## config.mk

```make
export PLATFORM = sky130hd
export DESIGN_NAME = rv_regfile
export DESIGN_NICKNAME = d
export VERILOG_FILES = /design/src/rv_pkg.sv /design/src/rv_regfile.sv
export SDC_FILE = /design/constraint.sdc
export NUM_CORES = 2
export LEC_CHECK = 0
export BUFFER_PORTS_ARGS = -buffer_cell sky130_fd_sc_hd__buf_2
export CORE_UTILIZATION = 24
export CTS_CLUSTER_SIZE = 14
export DETAILED_ROUTE_END_ITERATION = 10
export PLACE_DENSITY = 0.44
export SETUP_SLACK_MARGIN = 0.15
export SYNTH_ARGS = -nofsm -noshare
export SYNTH_HDL_FRONTEND = slang
export SYNTH_SLANG_ARGS = --single-unit
```

## constraint.sdc

```tcl
create_clock -name clk -period 7.3 [get_ports clk]
set_input_delay 2.19 -clock clk [delete_from_list [all_inputs] [get_ports clk]]
set_output_delay 2.19 -clock clk [all_outputs]
set_load 0.02 [all_outputs]
```

## src/rv_pkg.sv

```systemverilog
// Shared definitions for the RV64I execute unit.
// Widths, opcode and funct3 values, the ALU operation set,
// the instruction union and the pipeline structs.

package rv_pkg;

    // ------------------------------
    // Widths.
    // ------------------------------
    localparam int XLEN       = 64;
    localparam int REG_ADDR_W = 5;
    localparam int INSTR_W    = 32;
    localparam int NUM_REGS   = 1 << REG_ADDR_W;

    // ------------------------------
    // Opcodes of the kept classes.
    // ------------------------------
    localparam logic [6:0] OP_REG   = 7'b0110011;
    localparam logic [6:0] OP_IMM   = 7'b0010011;
    localparam logic [6:0] OP_REG_W = 7'b0111011;
    localparam logic [6:0] OP_IMM_W = 7'b0011011;
    localparam logic [6:0] OP_LUI   = 7'b0110111;

    // Funct3 values.
    localparam logic [2:0] F3_ADD_SUB = 3'b000;
    localparam logic [2:0] F3_SLL     = 3'b001;
    localparam logic [2:0] F3_SLT     = 3'b010;
    localparam logic [2:0] F3_SLTU    = 3'b011;
    localparam logic [2:0] F3_XOR     = 3'b100;
    localparam logic [2:0] F3_SRL_SRA = 3'b101;
    localparam logic [2:0] F3_OR      = 3'b110;
    localparam logic [2:0] F3_AND     = 3'b111;

    // ALU operations, pass forwards operand b (LUI).
    typedef enum logic [3:0] {
        ALU_ADD  = 4'd0,
        ALU_SUB  = 4'd1,
        ALU_SLL  = 4'd2,
        ALU_SLT  = 4'd3,
        ALU_SLTU = 4'd4,
        ALU_XOR  = 4'd5,
        ALU_SRL  = 4'd6,
        ALU_SRA  = 4'd7,
        ALU_OR   = 4'd8,
        ALU_AND  = 4'd9,
        ALU_PASS = 4'd10
    } alu_op_t;

    // ------------------------------
    // Instruction word, two views.
    // ------------------------------
    typedef union packed {
        struct packed {
            logic [6:0]            funct7;
            logic [REG_ADDR_W-1:0] rs2;
            logic [REG_ADDR_W-1:0] rs1;
            logic [2:0]            funct3;
            logic [REG_ADDR_W-1:0] rd;
            logic [6:0]            opcode;
        } r;
        struct packed {
            logic [19:0]           upper;   // I imm in [19:8], U imm whole.
            logic [REG_ADDR_W-1:0] rd;
            logic [6:0]            opcode;
        } iu;
    } instr_t;

    // Decoded control, stage 1 to execute.
    typedef struct packed {
        logic                  valid;
        logic                  illegal;
        alu_op_t               alu_op;
        logic                  use_imm;
        logic                  is_word;
        logic                  write_en;
        logic [REG_ADDR_W-1:0] rd;
        logic [REG_ADDR_W-1:0] rs1;
        logic [REG_ADDR_W-1:0] rs2;
        logic [XLEN-1:0]       imm;
    } dec_ctrl_t;

    // Writeback result.
    typedef struct packed {
        logic                  valid;
        logic                  illegal;
        logic [REG_ADDR_W-1:0] rd;
        logic [XLEN-1:0]       data;
    } wb_t;

endpackage

```

## src/rv_regfile.sv

```systemverilog
// Register file, 32 x 64.
// Two registered read ports taken from the instruction word,
// one write port fed by writeback, with write-through.

module rv_regfile
    import rv_pkg::*;
(
    input  logic            clk,
    input  logic            i_rst,
    input  instr_t          i_instr,
    input  wb_t             i_wb,
    output logic [XLEN-1:0] o_rs1_data,
    output logic [XLEN-1:0] o_rs2_data
);

    logic [XLEN-1:0]       regs [NUM_REGS];
    logic [REG_ADDR_W-1:0] rs1_addr;
    logic [REG_ADDR_W-1:0] rs2_addr;
    logic                  wr_en;
    logic [XLEN-1:0]       rs1_next;
    logic [XLEN-1:0]       rs2_next;

    // One read port.
    // x0 is hardwired, a same-cycle write wins over the array.
    function automatic logic [XLEN-1:0] read_port(input logic [REG_ADDR_W-1:0] addr);
        logic [XLEN-1:0] data;
        if (addr == '0) begin
            data = '0;
        end else if (wr_en && (addr == i_wb.rd)) begin
            data = i_wb.data;
        end else begin
            data = regs[addr];
        end
        return data;
    endfunction

    assign rs1_addr = i_instr.r.rs1;
    assign rs2_addr = i_instr.r.rs2;

    // Illegal results never reach the array.
    assign wr_en    = i_wb.valid && !i_wb.illegal && (i_wb.rd != '0);

    always_comb begin
        rs1_next = read_port(rs1_addr);
        rs2_next = read_port(rs2_addr);
    end

    always_ff @(posedge clk) begin
        if (i_rst) begin
            for (int i = 0; i < NUM_REGS; i++) begin
                regs[i] <= '0;
            end
            o_rs1_data <= '0;
            o_rs2_data <= '0;
        end else begin
            if (wr_en) begin
                regs[i_wb.rd] <= i_wb.data;
            end
            o_rs1_data <= rs1_next;
            o_rs2_data <= rs2_next;
        end
    end

endmodule

```

==> impl_metrics.prom <==
# TYPE chip_impl_metric gauge
chip_impl_metric{name="yosys.area.top_type_share",unit="%"} 54.7
chip_impl_metric{name="cts_made_buffers",unit=""} 283
chip_impl_info{name="synth_top_flop_cell",value="sky130_fd_sc_hd__edfxtp_1"} 1
chip_impl_metric{name="post_synth.cell_area_avg",unit="um^2"} 14.2
chip_impl_metric{name="postSynthRegisterBits",unit=""} 2176
chip_impl_metric{name="whs_path_depth",unit=""} 5
chip_impl_metric{name="reg2reg_setup_slack",unit="ns"} 5.09
chip_impl_metric{name="finalSetupTns",unit="ns"} 0
chip_impl_metric{name="clk_pin_slew_worst_paths",unit="ns"} 0.06
chip_impl_info{name="timing.rr.start",value="regs[5][49]$_SDFFCE_PN0P_"} 1
chip_impl_metric{name="drt.antenna.violating_nets",unit=""} 0
chip_impl_metric{name="worst_skew_late_latency",unit="ns"} 0.97
chip_impl_metric{name="report.final.slew_viol_count",unit=""} 0
chip_impl_metric{name="top_fanout_value_on_the_critical_path",unit=""} 44
chip_impl_metric{name="layout_worst_path_cycle_share",unit="%"} 70.8
chip_impl_metric{name="drt_wl_total",unit="mm"} 498
chip_impl_metric{name="synthesis.area",unit="um^2"} 112000
chip_impl_info{name="cts_root_buffer",value="sky130_fd_sc_hd__clkbuf_16"} 1
chip_impl_metric{name="worst-endpoint-required",unit="ns"} 8.10
chip_impl_info{name="holdPathEnd",value="o_rs2_data[11]$_SDFF_PP0_"} 1
chip_impl_metric{name="htree_num_levels",unit=""} 5
chip_impl_metric{name="routed_via_density",unit=""} 5.23
chip_impl_metric{name="post_route_cells_drive_above_1_share",unit="%"} 21.2
chip_impl_metric{name="timing.max_slew.rel_slack",unit="%"} 13.8
chip_impl_metric{name="p_leak",unit="nW"} 45.2
chip_impl_metric{name="timing.final.hold_violations",unit=""} 0
chip_impl_metric{name="grt_max_degree",unit=""} 99
chip_impl_metric{name="synthDistinctLibCells",unit=""} 53
chip_impl_info{name="path_common_cell",value="sky130_fd_sc_hd__buf_4"} 1
chip_impl_metric{name="core_area",unit="um^2"} 465000
chip_impl_info{name="hold_path_startpoint",value="regs[24][11]$_SDFFCE_PN0P_"} 1
chip_impl_info{name="crit_path_cell_trace",value="clkbuf_8, or3b_1, nor2_1, nand2_1, nor2_4, buf_4, buf_4, and2_1"} 1
chip_impl_metric{name="synthToLayoutAreaGrowth",unit="%"} 16.0
chip_impl_metric{name="maxCapViolations",unit=""} 0
chip_impl_info{name="clock_tree_from_tritoncts",value="yes"} 1
chip_impl_metric{name="cp.arrival",unit="ns"} 5.97
chip_impl_info{name="crit_type",value="in2reg"} 1
chip_impl_metric{name="cts_buffer_depth",unit=""} 4
chip_impl_info{name="setup_repair_after_global_routing_missed_its_margin",value="false"} 1
chip_impl_metric{name="async_flop_share",unit="%"} 0
chip_impl_metric{name="final_critical_delay_including_setup_and_external_delays",unit="ns"} 5.17
chip_impl_metric{name="synthCells",unit=""} 7911
chip_impl_metric{name="count_of_clock_tree_sinks",unit=""} 2176
chip_impl_info{name="hold_path.class",value="reg2reg"} 1
chip_impl_metric{name="gp_congestion",unit=""} 0.813
chip_impl_metric{name="fin_nets",unit=""} 7991
chip_impl_info{name="critPathCaptureType",value="flip-flop"} 1
chip_impl_metric{name="dpl.hpwl",unit="mm"} 280
chip_impl_metric{name="timing.reg2reg.worst_path_depth",unit=""} 6
chip_impl_metric{name="fp.dieW",unit="um"} 686
chip_impl_metric{name="holdBufCountCts",unit=""} 0
chip_impl_info{name="yosys-top-cells-area",value="sky130_fd_sc_hd__edfxtp_1 55%, sky130_fd_sc_hd__mux4_2 14%, sky130_fd_sc_hd__and2_1 11%"} 1
chip_impl_metric{name="remaining_drc_errors",unit=""} 0
chip_impl_metric{name="finalClockSkew",unit="ns"} 0.0468
chip_impl_metric{name="dr_total_vias",unit=""} 74931
chip_impl_metric{name="synth.yosys.seq_area_share",unit="%"} 57.0
chip_impl_metric{name="via_count_of_the_first_global_routing_pass",unit=""} 74892
chip_impl_metric{name="die_y",unit="um"} 686
chip_impl_metric{name="grt_antenna_before_repair",unit=""} 114
chip_impl_info{name="endpoint_of_the_worst_slack_reg_to_reg_timing_path",value="o_rs2_data[49]$_SDFF_PP0_"} 1
chip_impl_metric{name="postLayoutCoreUtil",unit="%"} 28.1
chip_impl_info{name="master_of_the_slowest_instance_on_the_critical_path",value="sky130_fd_sc_hd__buf_4"} 1
chip_impl_metric{name="start_util",unit="%"} 24.2
chip_impl_metric{name="globalRouteTotalUtil",unit="%"} 20.5
chip_impl_metric{name="port_buffers",unit=""} 210
chip_impl_metric{name="nFillCells",unit=""} 46975
chip_impl_metric{name="dr.pass1.iters",unit=""} 6
chip_impl_info{name="worst_setup_path_start_kind",value="input port"} 1
chip_impl_metric{name="cellPowerDensity",unit="nW/um^2"} 250
chip_impl_metric{name="floorplan.die_area",unit="um^2"} 471000
chip_impl_metric{name="ir_worst_vdd",unit="mV"} 0.177
chip_impl_metric{name="critical_path_buf_inv_count",unit=""} 3
chip_impl_metric{name="io_pins",unit=""} 233
chip_impl_metric{name="max_freq",unit="MHz"} 194
chip_impl_metric{name="dr.first_iter.drc_count",unit=""} 10673
chip_impl_info{name="critPathTopFamily",value="buffers and inverters"} 1
chip_impl_metric{name="synth_edf_count",unit=""} 2048
chip_impl_metric{name="drt-wirelength-per-cell",unit="um"} 34.8
chip_impl_info{name="outcome",value="complete, no violations"} 1
chip_impl_metric{name="timing.critical_path.slowest_cell_delay",unit="ns"} 0.81
chip_impl_metric{name="grt_pass1_wl",unit="mm"} 664
chip_impl_metric{name="setup_viol_count_final",unit=""} 0
chip_impl_info{name="yosys.area.top_type",value="sky130_fd_sc_hd__edfxtp_1"} 1
chip_impl_metric{name="tightestPinTransition",unit="ns"} 1.29
chip_impl_metric{name="post_cts.resized_instances",unit=""} 0
chip_impl_metric{name="globalRouteOverflowTotal",unit=""} 0
chip_impl_metric{name="rows",unit=""} 250
chip_impl_metric{name="cts_setup_buffers",unit=""} 0
chip_impl_metric{name="synth_warnings",unit=""} 0
## through the flow
stage          hold WS, ns  std cells  total power, mW  setup slack [ns]  cell area, um^2
2_1_floorplan        0.729       7974             16.9              2.65           113000
3_3_place_gp         0.853      13775             18.5              1.28           121000
3_5_place_dp         0.858      13775             18.6              1.28           121000
4_1_cts              0.852      14288             32.9              2.29           130000
5_1_grt              0.932      14304             33.5              2.20           130000
6_report             0.864      14327             32.6              2.13           130000
## power breakdown
group          switching [mW]  internal [mW]
clock network            5.96           8.35
logic                    2.33           1.31
registers               0.342           14.3
## cell usage after synthesis (17+ instances only)
library cell / instances
sky130_fd_sc_hd__edfxtp_1: 2048
sky130_fd_sc_hd__and2_1: 1986
sky130_fd_sc_hd__mux2i_1: 757
sky130_fd_sc_hd__mux4_2: 694
sky130_fd_sc_hd__clkbuf_1: 580
sky130_fd_sc_hd__nand2_1: 286
sky130_fd_sc_hd__o22ai_1: 197
sky130_fd_sc_hd__a22oi_1: 187
sky130_fd_sc_hd__buf_2: 184
sky130_fd_sc_hd__dfxtp_1: 128
sky130_fd_sc_hd__a32o_1: 124
sky130_fd_sc_hd__nor2_1: 112
sky130_fd_sc_hd__nand3_1: 96
sky130_fd_sc_hd__o21ai_0: 75
sky130_fd_sc_hd__a211oi_1: 59
sky130_fd_sc_hd__a41oi_1: 51
sky130_fd_sc_hd__a21oi_1: 43
sky130_fd_sc_hd__mux2_2: 42
sky130_fd_sc_hd__buf_1: 34
sky130_fd_sc_hd__or2_2: 31
sky130_fd_sc_hd__buf_4: 27
sky130_fd_sc_hd__nor3_1: 27
sky130_fd_sc_hd__buf_6: 20
sky130_fd_sc_hd__nand4_1: 17
sky130_fd_sc_hd__o211ai_1: 17
## cells in the final DEF, fill, tap and decap left out, types with 43 or more instances in the layout
cell type,netlist,final
sky130_fd_sc_hd__o22ai_1,197,197
sky130_fd_sc_hd__a41oi_1,51,51
sky130_fd_sc_hd__a21oi_1,43,43
sky130_fd_sc_hd__dfxtp_1,128,128
sky130_fd_sc_hd__mux4_2,694,694
sky130_fd_sc_hd__buf_4,27,211
sky130_fd_sc_hd__a22oi_1,187,187
sky130_fd_sc_hd__nand3_1,96,93
sky130_fd_sc_hd__clkbuf_1,580,52
sky130_fd_sc_hd__buf_12,0,63
sky130_fd_sc_hd__buf_2,184,199
sky130_fd_sc_hd__clkinv_1,1,56
sky130_fd_sc_hd__conb_1,1,64
sky130_fd_sc_hd__o21ai_0,75,75
sky130_fd_sc_hd__and2_1,1986,1984
sky130_fd_sc_hd__clkbuf_16,0,290
sky130_fd_sc_hd__mux2i_1,757,757
sky130_fd_sc_hd__a211oi_1,59,59
sky130_fd_sc_hd__edfxtp_1,2048,2048
sky130_fd_sc_hd__nor2_1,112,80
sky130_fd_sc_hd__a32o_1,124,124
sky130_fd_sc_hd__nand2_1,286,284
## sequential cells by signal, summed over array words and instances (netlist names)
signal / cells
o_rs2_data: 64
regs: 2048
o_rs1_data: 64
## cells by family (layout without fill, tap and decap cells)
family / after synthesis / count (layout) / share of synthesized area (%)
and+or+nand+nor: 2599 / 2599 / 13.5
xor gates and xnor gates: 10 / 10 / 0.0779
buffers and inverters: 857 / 997 / 3.31
DFF: 2176 / 2176 / 57.0
muxes: 1493 / 1493 / 21.1
AOI/OAI and AO/OA: 775 / 775 / 5.05
other: 1 / 103 / 0.00334
## metal layers
layer / share of wire (%) / GRT usage [%]
met1: 40 / 27.0
met4: 4.1 / 8.05
met3: 8.6 / 3.53
met5: 0.028 / 0
met2: 47 / 33.4
## final cells by class
class	instances	area (um^2)	share of cell area, %
clock inverter	163	1680	1.29
clock buffer	350	7560	5.80
timing repair buffer	483	3980	3.05
sequential	2176	64100	49.1
inverter	1	3.75	0.00288
tap	6174	7720	5.92
antenna	39	97.6	0.0748
multi-input combinational	4941	45300	34.7
## tightest hold or removal path, delay by kind of cell, from the launching register on
| kind | cells | cell delay (ns) |
|---|---|---|
| DFF | 1 | 0.34 |
| and+or+nand+nor | 1 | 0.06 |
| muxes | 1 | 0.07 |
| AOI/OAI and AO/OA | 3 | 0.37 |
## how the worst max path moves through the flow
stage,startpoint,end,slack (ns),cells after the start
after floorplan,i_rst,regs[17][0]$_SDFFCE_PN0P_,2.65,7
after global placement,i_rst,regs[25][1]$_SDFFCE_PN0P_,1.28,8
after detailed placement,i_rst,regs[25][1]$_SDFFCE_PN0P_,1.28,8
after CTS,i_rst,regs[25][61]$_SDFFCE_PN0P_,2.29,8
after global routing,i_rst,regs[25][61]$_SDFFCE_PN0P_,2.20,8
final,i_rst,regs[25][61]$_SDFFCE_PN0P_,2.13,8
Power figures use the tool's default switching activity.
