$ cat config.mk
export PLATFORM = sky130hd
export DESIGN_NAME = rv_instr_decoder
export DESIGN_NICKNAME = d
export VERILOG_FILES = /design/src/rv_pkg.sv /design/src/rv_instr_decoder.sv
export SDC_FILE = /design/constraint.sdc
export NUM_CORES = 1
export LEC_CHECK = 0
export BUFFER_PORTS_ARGS = -buffer_cell sky130_fd_sc_hd__buf_2
export CAP_MARGIN = 25
export CORE_MARGIN = 8
export CORE_UTILIZATION = 45
export DETAILED_ROUTE_END_ITERATION = 12
export GPL_TIMING_DRIVEN = 0
export PLACE_DENSITY = 0.84
export SYNTH_ARGS = -nofsm -noshare
export SYNTH_HDL_FRONTEND = slang
export SYNTH_SLANG_ARGS = --single-unit
$ cat constraint.sdc
create_clock -name clk -period 1.7 [get_ports clk]
set_input_delay 0.255 -clock clk [delete_from_list [all_inputs] [get_ports clk]]
set_output_delay 0.255 -clock clk [all_outputs]
set_load 0.05 [all_outputs]
$ cat src/rv_pkg.sv
// Shared definitions for the RV64I execute unit.
// Widths, opcode and funct3 values, the ALU operation set,
// the instruction union and the pipeline structs.

package rv_pkg;

    // ------------------------------
    // Widths.
    // ------------------------------
    localparam int XLEN       = 64;
    localparam int REG_ADDR_W = 5;
    localparam int INSTR_W    = 32;
    localparam int NUM_REGS   = 1 << REG_ADDR_W;

    // ------------------------------
    // Opcodes of the kept classes.
    // ------------------------------
    localparam logic [6:0] OP_REG   = 7'b0110011;
    localparam logic [6:0] OP_IMM   = 7'b0010011;
    localparam logic [6:0] OP_REG_W = 7'b0111011;
    localparam logic [6:0] OP_IMM_W = 7'b0011011;
    localparam logic [6:0] OP_LUI   = 7'b0110111;

    // Funct3 values.
    localparam logic [2:0] F3_ADD_SUB = 3'b000;
    localparam logic [2:0] F3_SLL     = 3'b001;
    localparam logic [2:0] F3_SLT     = 3'b010;
    localparam logic [2:0] F3_SLTU    = 3'b011;
    localparam logic [2:0] F3_XOR     = 3'b100;
    localparam logic [2:0] F3_SRL_SRA = 3'b101;
    localparam logic [2:0] F3_OR      = 3'b110;
    localparam logic [2:0] F3_AND     = 3'b111;

    // ALU operations, pass forwards operand b (LUI).
    typedef enum logic [3:0] {
        ALU_ADD  = 4'd0,
        ALU_SUB  = 4'd1,
        ALU_SLL  = 4'd2,
        ALU_SLT  = 4'd3,
        ALU_SLTU = 4'd4,
        ALU_XOR  = 4'd5,
        ALU_SRL  = 4'd6,
        ALU_SRA  = 4'd7,
        ALU_OR   = 4'd8,
        ALU_AND  = 4'd9,
        ALU_PASS = 4'd10
    } alu_op_t;

    // ------------------------------
    // Instruction word, two views.
    // ------------------------------
    typedef union packed {
        struct packed {
            logic [6:0]            funct7;
            logic [REG_ADDR_W-1:0] rs2;
            logic [REG_ADDR_W-1:0] rs1;
            logic [2:0]            funct3;
            logic [REG_ADDR_W-1:0] rd;
            logic [6:0]            opcode;
        } r;
        struct packed {
            logic [19:0]           upper;   // I imm in [19:8], U imm whole.
            logic [REG_ADDR_W-1:0] rd;
            logic [6:0]            opcode;
        } iu;
    } instr_t;

    // Decoded control, stage 1 to execute.
    typedef struct packed {
        logic                  valid;
        logic                  illegal;
        alu_op_t               alu_op;
        logic                  use_imm;
        logic                  is_word;
        logic                  write_en;
        logic [REG_ADDR_W-1:0] rd;
        logic [REG_ADDR_W-1:0] rs1;
        logic [REG_ADDR_W-1:0] rs2;
        logic [XLEN-1:0]       imm;
    } dec_ctrl_t;

    // Writeback result.
    typedef struct packed {
        logic                  valid;
        logic                  illegal;
        logic [REG_ADDR_W-1:0] rd;
        logic [XLEN-1:0]       data;
    } wb_t;

endpackage

$ cat src/rv_instr_decoder.sv
// Stage 1 instruction decoder.
// Maps opcode and funct fields to an ALU operation and builds
// the sign-extended immediate, registered with the valid bit.

module rv_instr_decoder
    import rv_pkg::*;
(
    input  logic      clk,
    input  logic      i_rst,
    input  logic      i_valid,
    input  instr_t    i_instr,
    output dec_ctrl_t o_ctrl
);

    // ------------------------------
    // Internal nets.
    // ------------------------------
    dec_ctrl_t       ctrl_d;
    logic            bad_op;
    logic [XLEN-1:0] imm_i;
    logic [XLEN-1:0] imm_u;
    logic            alt_bit;

    // Funct3 to ALU operation.
    // SUB only exists in the register forms, SRA uses the same bit everywhere.
    function automatic alu_op_t f3_to_op(
        input logic [2:0] f3,
        input logic       alt,
        input logic       sub_en
    );
        alu_op_t op;
        case (f3)
            F3_ADD_SUB: op = (alt && sub_en) ? ALU_SUB : ALU_ADD;
            F3_SLL:     op = ALU_SLL;
            F3_SLT:     op = ALU_SLT;
            F3_SLTU:    op = ALU_SLTU;
            F3_XOR:     op = ALU_XOR;
            F3_SRL_SRA: op = alt ? ALU_SRA : ALU_SRL;
            F3_OR:      op = ALU_OR;
            default:    op = ALU_AND;
        endcase
        return op;
    endfunction

    // Word classes have no compare or logic operations.
    function automatic logic word_f3_ok(input logic [2:0] f3);
        return (f3 == F3_ADD_SUB) || (f3 == F3_SLL) || (f3 == F3_SRL_SRA);
    endfunction

    // ------------------------------
    // Immediates.
    // ------------------------------
    assign imm_i   = {{(XLEN-12){i_instr.iu.upper[19]}}, i_instr.iu.upper[19:8]};
    assign imm_u   = {{(XLEN-32){i_instr.iu.upper[19]}}, i_instr.iu.upper, 12'b0};

    // Instruction bit 30.
    assign alt_bit = i_instr.r.funct7[5];

    // ------------------------------
    // Decode.
    // ------------------------------
    always_comb begin
        ctrl_d         = '0;
        bad_op         = 1'b0;
        ctrl_d.rd      = i_instr.r.rd;
        ctrl_d.rs1     = i_instr.r.rs1;
        ctrl_d.rs2     = i_instr.r.rs2;
        ctrl_d.alu_op  = ALU_ADD;

        case (i_instr.r.opcode)
            OP_REG: begin
                ctrl_d.alu_op = f3_to_op(i_instr.r.funct3, alt_bit, 1'b1);
            end
            OP_IMM: begin
                ctrl_d.alu_op  = f3_to_op(i_instr.r.funct3, alt_bit, 1'b0);
                ctrl_d.use_imm = 1'b1;
                ctrl_d.imm     = imm_i;
            end
            OP_REG_W: begin
                ctrl_d.alu_op  = f3_to_op(i_instr.r.funct3, alt_bit, 1'b1);
                ctrl_d.is_word = 1'b1;
                bad_op         = !word_f3_ok(i_instr.r.funct3);
            end
            OP_IMM_W: begin
                ctrl_d.alu_op  = f3_to_op(i_instr.r.funct3, alt_bit, 1'b0);
                ctrl_d.use_imm = 1'b1;
                ctrl_d.is_word = 1'b1;
                ctrl_d.imm     = imm_i;
                bad_op         = !word_f3_ok(i_instr.r.funct3);
            end
            OP_LUI: begin
                ctrl_d.alu_op  = ALU_PASS;
                ctrl_d.use_imm = 1'b1;
                ctrl_d.imm     = imm_u;
            end
            default: begin
                bad_op = 1'b1;
            end
        endcase

        ctrl_d.valid    = i_valid;
        ctrl_d.illegal  = i_valid && bad_op;
        ctrl_d.write_en = i_valid && !bad_op;
    end

    // ------------------------------
    // Stage register.
    // ------------------------------
    always_ff @(posedge clk) begin
        if (i_rst) begin
            o_ctrl <= '0;
        end else begin
            o_ctrl <= ctrl_d;
        end
    end

endmodule

==> results of run 1 <==
cells by family (layout without fill, tap and decap cells):
group / after synthesis / count (layout)
AOI/OAI and AO/OA: 28 / 28
buffers and inverters: 43 / 173
DFF: 56 / 56
muxes: 1 / 1
and+or+nand+nor: 66 / 66
routing by layer:
metal  GRT usage [%]  up-vias  routed length (µm)
met5               0        -                   0
met4           4.211        0                  39
met3           6.818        4                 628
met2           26.16       69                2683
met1           13.51      731                1707
li1                -      849                   -
worst paths after layout:
| kind | startpoint | to | slack [ps] | depth (start not counted) |
|---|---|---|---|---|
| max | o_ctrl[62]$_SDFF_PP0_ | o_ctrl[61] | 170 | 2 |
| min | i_instr[8] | o_ctrl[75]$_SDFF_PP0_ | 160 | 2 |
stage by stage:
stage / std cells / power (mW) / hold WS, ps
after floorplan: 194 / 1.544 / 326.6
after global placement: 368 / 1.637 / 463.7
after detailed placement: 368 / 1.641 / 469.4
after CTS: 376 / 2.338 / 147.9
after global routing: 376 / 2.410 / 155.7
final: 376 / 2.308 / 156.4
cell usage in the layout (no fill, tap or decap), drive strengths merged:
master / instances
buf: 163
dfxtp: 56
nand2: 23
a21oi: 20
nor2b: 16
and2: 11
clkbuf: 7
nor2: 4
nor3b: 3
a211oi: 3
nand2b: 2
and3b: 1
and4b: 1
nand4b: 1
nor4: 1
nand3b: 1
inv: 1
and2b: 1
o22ai: 1
mux2i: 1
a2111oi: 1
o21ai: 1
a21boi: 1
a221oi: 1
and3: 1
clkinvlp: 1
clkinv: 1
area by class of cell:
cell class | instances | share of cell area (%)
sequential | 56 | 41.03
timing repair buffer | 122 | 22.27
multi-input combinational | 95 | 19.76
buffer | 42 | 11.18
clock buffer | 6 | 2.647
tap | 52 | 2.373
clock inverter | 2 | 0.5933
inverter | 1 | 0.1369
power groups by stage:
stage	clock [mW]	combinational, mW	sequential [mW]
6_report	0.702	0.265	1.34
5_1_grt	0.782	0.284	1.34
4_1_cts	0.729	0.268	1.34
3_5_place_dp	0	0.268	1.37
3_3_place_gp	0	0.264	1.37
2_1_floorplan	0	0.0782	1.47
==> run_results.csv, run 1 <==
group,metric,value,unit
cts,cts_tree,"built",
power_and_ir_drop,sw_frac_of_total,25.86,%
final_layout,multi_input_area,541.8,µm²
synth,synth_area_leaders,"dfxtp_1 57%, buf_4 13%, a21oi_1 5.1%",
routing,detail_route.first_pass.iterations,4,
worst_setup_path,slowest_stage,"dfxtp_4",
synth,synth_top_area_share,56.82,%
worst_setup_path,worst_ep_arrival_time,1280,ps
die,fp.dieH,82.22,µm
synth,synth-compound-area-share,8.370,%
grt,overflow,0,
placement,place_ws,312.1,ps
routing,wl,5.058,mm
synth,synth.avg_cell_area,10.17,µm²
synth,synth-xor-area-share,0,%
final_layout,seqCellArea,0.001125,mm²
cts,cts_resized,1,
sta,setup-tns-final,0,ps
grt,grt_usage,14.16,%
die,core-area,0.004294,mm²
die,dieArea,0.006759,mm²
grt,grt_pass1_vias,1599,
synth,muxShareOfSynthArea,0.5073,%
power_and_ir_drop,combPwrFrac,11.5,%
final_layout,finish.utilization,63.84,%
routing,wl_per_cell,13.45,µm
cts,cts_buffers,5,
sta,hold_viol,0,
status,outcome,"completed",
routing,drcViolationCount,0,
sta,max_freq,651.9,MHz
grt,antenna_found_initial,0,
synth,synth_top_family_by_area,"simple AND/OR/NAND/NOR gates",
final_layout,final_area,0.002741,mm²
worst_setup_path,crit_fanout,33,
final_layout,largest_reg_flops,56,
synth,yosys.area_share.adder,0,%
final_layout,diodes,0,
worst_setup_path,path_buf_inv,2,
final_layout,largestRegisters,"o_ctrl: 56 flops",
final_layout,top_register,"o_ctrl",
worst_setup_path,max_stage_delay,550,ps
synth,yosys_most_used_dff,"dfxtp_1",
cts,cts_root_buf,"clkbuf_8",
sta,setup_violations,0,
worst_setup_path,required,1440,ps
hold_path,hold_class,"primary input to flip-flop",
synth,syn_area,0.001973,mm²
sta,fin_ws,166.0,ps
grt,grt_pass1_wl,7.314,mm
final_layout,filler_cell_count,390,
die,fp-row-count,24,
synth,synthSimpleGateAreaFrac,18.58,%
cts,clock_path_buffers,2,
synth,ys_async_sr_fraction,0,%
power_and_ir_drop,sequentialPowerShare,58.1,%
synth,synth_cells,194,
grt,grt_max_degree,34,
final_layout,area_growth,38.93,%
power_and_ir_drop,power_leakage,1.488,nW
cts,cts_hold_buf,0,
power_and_ir_drop,power.share.clock,30.4,%
routing,vias,1653,
worst_setup_path,cp-start-kind,"flip-flop",
die,dieWidth,82.22,µm
synth,ys.warnings.count,0,
sta,maxSlewViolCount,0,
worst_setup_path,end_kind,"output pin",
synth,synth_edf_count,0,
power_and_ir_drop,p_per_area,841.8,mW/mm²
cts,clk_pin_slew,100,ps
synth,syn_nets,229,
placement,placed_area,0.002650,mm²
routing,drtIter0Drc,64,
sta,fin_crit_sh,90.23,%
sta,rsz0062_at_grt,"no",
power_and_ir_drop,peakVddDrop,481.9,µV
die,start_util,45.95,%
placement,place.gp.congestion,0.7191,
synth,synth_top_cell_by_area,"dfxtp_1",
synth,synth_most_common_cell,"dfxtp_1",
cts,numClockSinks,56,
worst_setup_path,path_cells,"buf_4 -> buf_2",
worst_setup_path,critical-path-top-delay-family,"flip-flops",
routing,ant_nets,0,
sta,tightest_slew,408.3,ps
synth,ys_types,27,
placement,portBuffers,122,
sta,period_minus_slack,1534,ps
synth,yosysSeqAreaShare,56.82,%
final_layout,nets,358,
sta,timing.max_slew.rel_slack,72.78,%
cts,htreeDepth,2,
synth,synth-seq-cells,56,
cts,postCtsSetupBuffers,0,
power_and_ir_drop,switchingPower,0.5968,mW
worst_setup_path,path_class,"flip-flop to output pin",
power_and_ir_drop,internal_power,1.711,mW
flow_run,cap_violations,0,
die,ioPinCount,123,
placement,dp_hpwl,3.994,mm
routing,vias_per_cell,4.396,
final_layout,drive_above_1_share,53.40,%
synth,synth_common_cells,"56 x dfxtp_1, 34 x buf_4, 23 x nand2_1",
(Power assumes the default switching activity.)
==> run 2, diff against run 1 <==
--- a/config.mk
+++ b/config.mk
@@ -9,9 +9,12 @@
 export CAP_MARGIN = 25
 export CORE_MARGIN = 8
 export CORE_UTILIZATION = 45
+export CTS_CLUSTER_DIAMETER = 50
 export DETAILED_ROUTE_END_ITERATION = 12
 export GPL_TIMING_DRIVEN = 0
 export PLACE_DENSITY = 0.84
+export RECOVER_POWER = 50
+export SLEW_MARGIN = 10
 export SYNTH_ARGS = -nofsm -noshare
 export SYNTH_HDL_FRONTEND = slang
 export SYNTH_SLANG_ARGS = --single-unit
==> run 2 against run 1 <==
Sequential share of layout area is 0.78 points higher. Critical path type unchanged. Power is 0.37% lower. Critical path depth unchanged. Combinational power shrank 2%. Clock power barely moved. Maximum frequency barely moved. Die area did not move.
==> run_results.csv, run 2 (synthesis results as in run 1) <==
group,metric,value,unit
worst_setup_path,required,1440,ps
hold_path,hold_class,"primary input to flip-flop",
final_layout,largestRegisters,"o_ctrl: 56 flops",
routing,drtIter0Drc,51,
power_and_ir_drop,p_per_area,854.6,mW/mm²
sta,setup-tns-final,0,ps
final_layout,stdcell_count,376,
sta,timing.max_slew.rel_slack,58.98,%
worst_setup_path,crit_fanout,33,
final_layout,diodes,0,
power_and_ir_drop,peakVddDrop,478.5,µV
routing,vias_per_cell,4.402,
sta,setup_violations,0,
grt,antenna_found_initial,0,
placement,place.gp.congestion,0.7191,
final_layout,filler_cell_count,410,
grt,grt_usage,14.16,%
sta,max_freq,652.2,MHz
placement,dp.cells,368,
routing,ant_nets,0,
cts,numClockSinks,56,
grt,grt_max_degree,34,
worst_setup_path,crit_start,"o_ctrl[62]$_SDFF_PP0_",
final_layout,layout_common_cells,"109 x buf_2, 55 x dfxtp_1, 33 x buf_4, 23 x nand2_1, 21 x clkbuf_1",
sta,hold_ws,157.2,ps
die,start_util,45.95,%
die,fp-row-count,24,
worst_setup_path,slowest_stage,"dfxtp_4",
worst_setup_path,path_buf_inv,2,
routing,detail_route.first_pass.iterations,4,
placement,place_ws,312.1,ps
placement,portBuffers,122,
routing,drcViolationCount,0,
final_layout,finish.utilization,62.65,%
final_layout,final_common_cell,"buf_2",
cts,clock_path_buffers,2,
cts,htreeDepth,2,
placement,dp_hpwl,3.994,mm
grt,grt_pass1_wl,7.314,mm
worst_setup_path,cp_num_cells,2,
cts,cts_buffers,5,
worst_setup_path,path_cells,"buf_4 -> buf_2",
sta,hold_viol,0,
routing,wl,5.085,mm
final_layout,top_register,"o_ctrl",
final_layout,largest_reg_flops,56,
cts,cts_root_buf,"clkbuf_8",
worst_setup_path,path_class,"flip-flop to output pin",
routing,wl_per_cell,13.52,µm
die,dieArea,0.006759,mm²
cts,cts_hold_buf,0,
die,ioPinCount,123,
grt,overflow,0,
flow_run,cap_violations,0,
worst_setup_path,worst_ep_arrival_time,1280,ps
cts,cts_tree,"built",
sta,fin_crit_sh,90.20,%
sta,period_minus_slack,1533,ps
final_layout,drive_above_1_share,46.91,%
grt,grt_pass1_vias,1599,
worst_setup_path,end_kind,"output pin",
routing,vias,1655,
status,outcome,"completed",
sta,fin_ws,166.7,ps
sta,tightest_slew,617.9,ps
final_layout,area_growth,36.33,%
worst_setup_path,critical-path-top-delay-family,"flip-flops",
hold_path,hold_start,"i_instr[8]",
power_and_ir_drop,power_leakage,1.402,nW
die,fp.dieH,82.22,µm
hold_path,hold_depth,2,
worst_setup_path,cp-start-kind,"flip-flop",
die,dieWidth,82.22,µm
final_layout,multi_input_area,529.3,µm²
cts,clk_pin_slew,100,ps
final_layout,seqCellArea,0.001125,mm²
sta,maxSlewViolCount,0,
worst_setup_path,max_stage_delay,550,ps
die,core-area,0.004294,mm²
sta,rsz0062_at_grt,"no",
final_layout,nets,358,
[run 2: worst paths after layout]
path | to | slack (ps)
worst min-delay path | o_ctrl[75]$_SDFF_PP0_ | 160
worst max-delay path | o_ctrl[61] | 170
[run 2: where the power goes]
part           switching (mW)  internal (mW)  total (mW)
Combinational           0.181         0.0779       0.259
Sequential            0.00634           1.33        1.34
Clock                   0.405          0.294       0.699
Total                   0.593           1.71        2.30
[run 2: repair_timing]
item,CTS,global route
resized for setup,1,0
setup endpoints to repair,32,0
setup buffers,0,0
[run 2: final cells by class]
class | instances | area share, %
Multi-Input combinational cell | 95 | 19.67
Buffer | 42 | 10.74
Inverter | 1 | 0.1395
Sequential cell | 56 | 41.81
Tap cell | 52 | 2.419
Timing Repair Buffer | 122 | 21.91
Clock buffer | 6 | 2.698
Clock inverter | 2 | 0.6047
[run 2: layer usage]
| metal | share of wire [%] | vias up | GRT usage, % | wire (µm) |
|---|---|---|---|---|
| li1 | - | 849 | - | - |
| met1 | 34 | 735 | 13.51 | 1741 |
| met2 | 53 | 67 | 26.16 | 2679 |
| met3 | 12 | 4 | 6.818 | 625 |
| met4 | 0.77 | 0 | 4.211 | 39 |
| met5 | 0 | - | 0 | 0 |
[run 2: metrics by stage]
stage               area (µm²)  power (mW)
floorplan                 1974       1.544
global placement          2650       1.637
detailed placement        2650       1.641
CTS                       2741       2.338
global route              2690       2.404
finish                    2690       2.299
==> run 3, diff against run 2 <==
--- a/config.mk
+++ b/config.mk
@@ -5,10 +5,11 @@
 export SDC_FILE = /design/constraint.sdc
 export NUM_CORES = 1
 export LEC_CHECK = 0
+export ABC_AREA = 1
 export BUFFER_PORTS_ARGS = -buffer_cell sky130_fd_sc_hd__buf_2
 export CAP_MARGIN = 25
 export CORE_MARGIN = 8
-export CORE_UTILIZATION = 45
+export CORE_UTILIZATION = 46
 export CTS_CLUSTER_DIAMETER = 50
 export DETAILED_ROUTE_END_ITERATION = 12
 export GPL_TIMING_DRIVEN = 0
==> run 3 against run 2 <==
Synthesized area up 4.6%. Sequential cell count unchanged. Non-clock buffer count down 1. Clock-buffer cell count down 1. Routed wire length up 5.0%. Synthesized cell count up 21%. Critical endpoint is now o_ctrl[63]. Largest power group unchanged. Highest routed layer unchanged.
==> run_results.csv, run 3 <==
group,metric,value,unit
placement,dp.cells,408,
synth,synth_cells,235,
synth,syn_nets,270,
worst_setup_path,cp-start-kind,"flip-flop",
routing,vias,1781,
placement,dp_hpwl,4.283,mm
power_and_ir_drop,internal_power,1.707,mW
final_layout,multi_input_area,484.2,µm²
routing,detail_route.first_pass.iterations,4,
synth,synth_common_cells,"56 x dfxtp_1, 37 x nand2_1, 32 x buf_4",
synth,yosys_most_used_dff,"dfxtp_1",
sta,tightest_slew,621.6,ps
sta,setup_violations,0,
routing,wl,5.337,mm
die,core-area,0.004324,mm²
final_layout,drive_above_1_share,43.13,%
power_and_ir_drop,sequentialPowerShare,57.2,%
synth,synth-seq-cells,56,
synth,synth_most_common_cell,"dfxtp_1",
cts,cts_root_buf,"clkbuf_8",
worst_setup_path,required,1440,ps
cts,cts_buffers,5,
sta,rsz0062_at_grt,"no",
power_and_ir_drop,p_per_area,852.1,mW/mm²
power_and_ir_drop,sw_frac_of_total,27.23,%
worst_setup_path,worst_ep_arrival_time,1280,ps
cts,postCtsSetupBuffers,0,
worst_setup_path,crit_fanout,33,
power_and_ir_drop,power.share.clock,31.7,%
die,start_util,47.71,%
synth,synth.avg_cell_area,8.780,µm²
power_and_ir_drop,switchingPower,0.6387,mW
routing,drcViolationCount,0,
final_layout,largest_reg_flops,56,
final_layout,final_common_cell,"buf_2",
routing,drtIter0Drc,78,
cts,htreeDepth,2,
die,dieWidth,82.97,µm
power_and_ir_drop,power,2.346,mW
placement,place.gp.congestion,0.7226,
synth,syn_area,0.002063,mm²
grt,grt_max_degree,34,
grt,grt_usage,15.55,%
flow_run,cap_violations,0,
power_and_ir_drop,power_leakage,1.543,nW
final_layout,finish.utilization,63.66,%
routing,ant_nets,0,
power_and_ir_drop,peakVddDrop,539.6,µV
final_layout,final_area,0.002753,mm²
power_and_ir_drop,combPwrFrac,11.1,%
synth,synth_top_cell_by_area,"dfxtp_1",
placement,portBuffers,121,
grt,overflow,0,
synth,ys.warnings.count,0,
sta,max_freq,653.2,MHz
routing,wl_per_cell,12.83,µm
hold_path,hold_class,"primary input to flip-flop",
final_layout,seqCellArea,0.001125,mm²
die,dieArea,0.006884,mm²
final_layout,stdcell_count,416,
worst_setup_path,path_class,"flip-flop to output pin",
final_layout,area_growth,33.41,%
synth,synth_area_leaders,"dfxtp_1 54%, buf_4 12%, nand2_1 6.7%",
sta,hold_viol,0,
grt,grt_pass1_wl,8.894,mm
final_layout,top_register,"o_ctrl",
cts,clk_pin_slew,100,ps
cts,cts_tree,"built",
final_layout,diodes,0,
final_layout,layout_common_cells,"106 x buf_2, 55 x dfxtp_1, 39 x nand2_1, 32 x buf_4, 27 x nor2_1",
final_layout,nets,398,
final_layout,largestRegisters,"o_ctrl: 56 flops",
sta,setup-tns-final,0,ps
grt,antenna_found_initial,0,
synth,ys_async_sr_fraction,0,%
status,outcome,"completed",
routing,vias_per_cell,4.281,
sta,timing.max_slew.rel_slack,58.74,%
sta,fin_crit_sh,90.05,%
die,ioPinCount,123,
sta,maxSlewViolCount,0,
synth,synth_top_area_share,54.34,%
final_layout,filler_cell_count,401,
placement,placed_area,0.002735,mm²
cts,clock_path_buffers,2,
synth,yosysSeqAreaShare,54.34,%
synth,synth_edf_count,0,
synth,ys_types,20,
sta,period_minus_slack,1531,ps
die,fp-row-count,24,
worst_setup_path,end_kind,"output pin",
die,fp.dieH,82.97,µm
grt,grt_pass1_vias,1840,
cts,numClockSinks,56,
[run 3: area by class of cell]
class / instances / area share, %
Multi-Input combinational cell: 110 / 17.59
Clock buffer: 5 / 2.500
Sequential cell: 56 / 40.86
Inverter: 27 / 3.727
Clock inverter: 3 / 1.000
Tap cell: 52 / 2.364
Buffer: 42 / 10.68
Timing Repair Buffer: 121 / 21.27
[run 3: per-layer routing]
metal	global-route usage, %	up-vias	part of all wire [%]	wire length, µm
met5	0	-	0	0
met4	6.230	0	2.2	118
met3	5.762	10	8.2	435
met2	27.23	77	50	2645
met1	16.38	754	40	2138
li1	-	940	-	-
[run 3: metrics by stage]
step	hold WS [ps]	setup slack [ps]
after floorplan	362.0	398.6
after global placement	460.4	389.3
after detailed placement	469.2	343.9
after CTS	139.6	159.7
after global routing	147.7	93.55
final	147.3	169.1
[run 3: final timing paths]
path | from | to | slack, ps | depth (start not counted)
max | o_ctrl[62]$_SDFF_PP0_ | o_ctrl[63] | 170 | 2
min | i_instr[19] | o_ctrl[73]$_SDFF_PP0_ | 150 | 3
[run 3: cell families (layout without fill, tap and decap cells)]
| group | count (synthesis) | count (layout) | share of synthesized area, % |
|---|---|---|---|
| simple gates | 82 | 82 | 17.95 |
| buf+inv | 69 | 198 | 20.38 |
| flops | 56 | 56 | 54.34 |
| compound gates | 28 | 28 | 7.338 |
[run 3: repair_timing]
action,4_1_cts,5_1_grt
hold buffers,0,0
gates resized for setup,1,0
endpoints found under the setup margin,14,0
[run 3: critical path, cell delays in order, from the launching register on]
cell and delay (ps):
dfxtp_4 550, buf_4 170, buf_2 250
[run 3: power by group through the flow]
stage | clock network [mW] | logic [mW] | registers [mW]
6_report | 0.743 | 0.261 | 1.34
2_1_floorplan | 0 | 0.0862 | 1.47
5_1_grt | 0.808 | 0.284 | 1.34
4_1_cts | 0.765 | 0.273 | 1.34
3_5_place_dp | 0 | 0.273 | 1.37
3_3_place_gp | 0 | 0.270 | 1.37
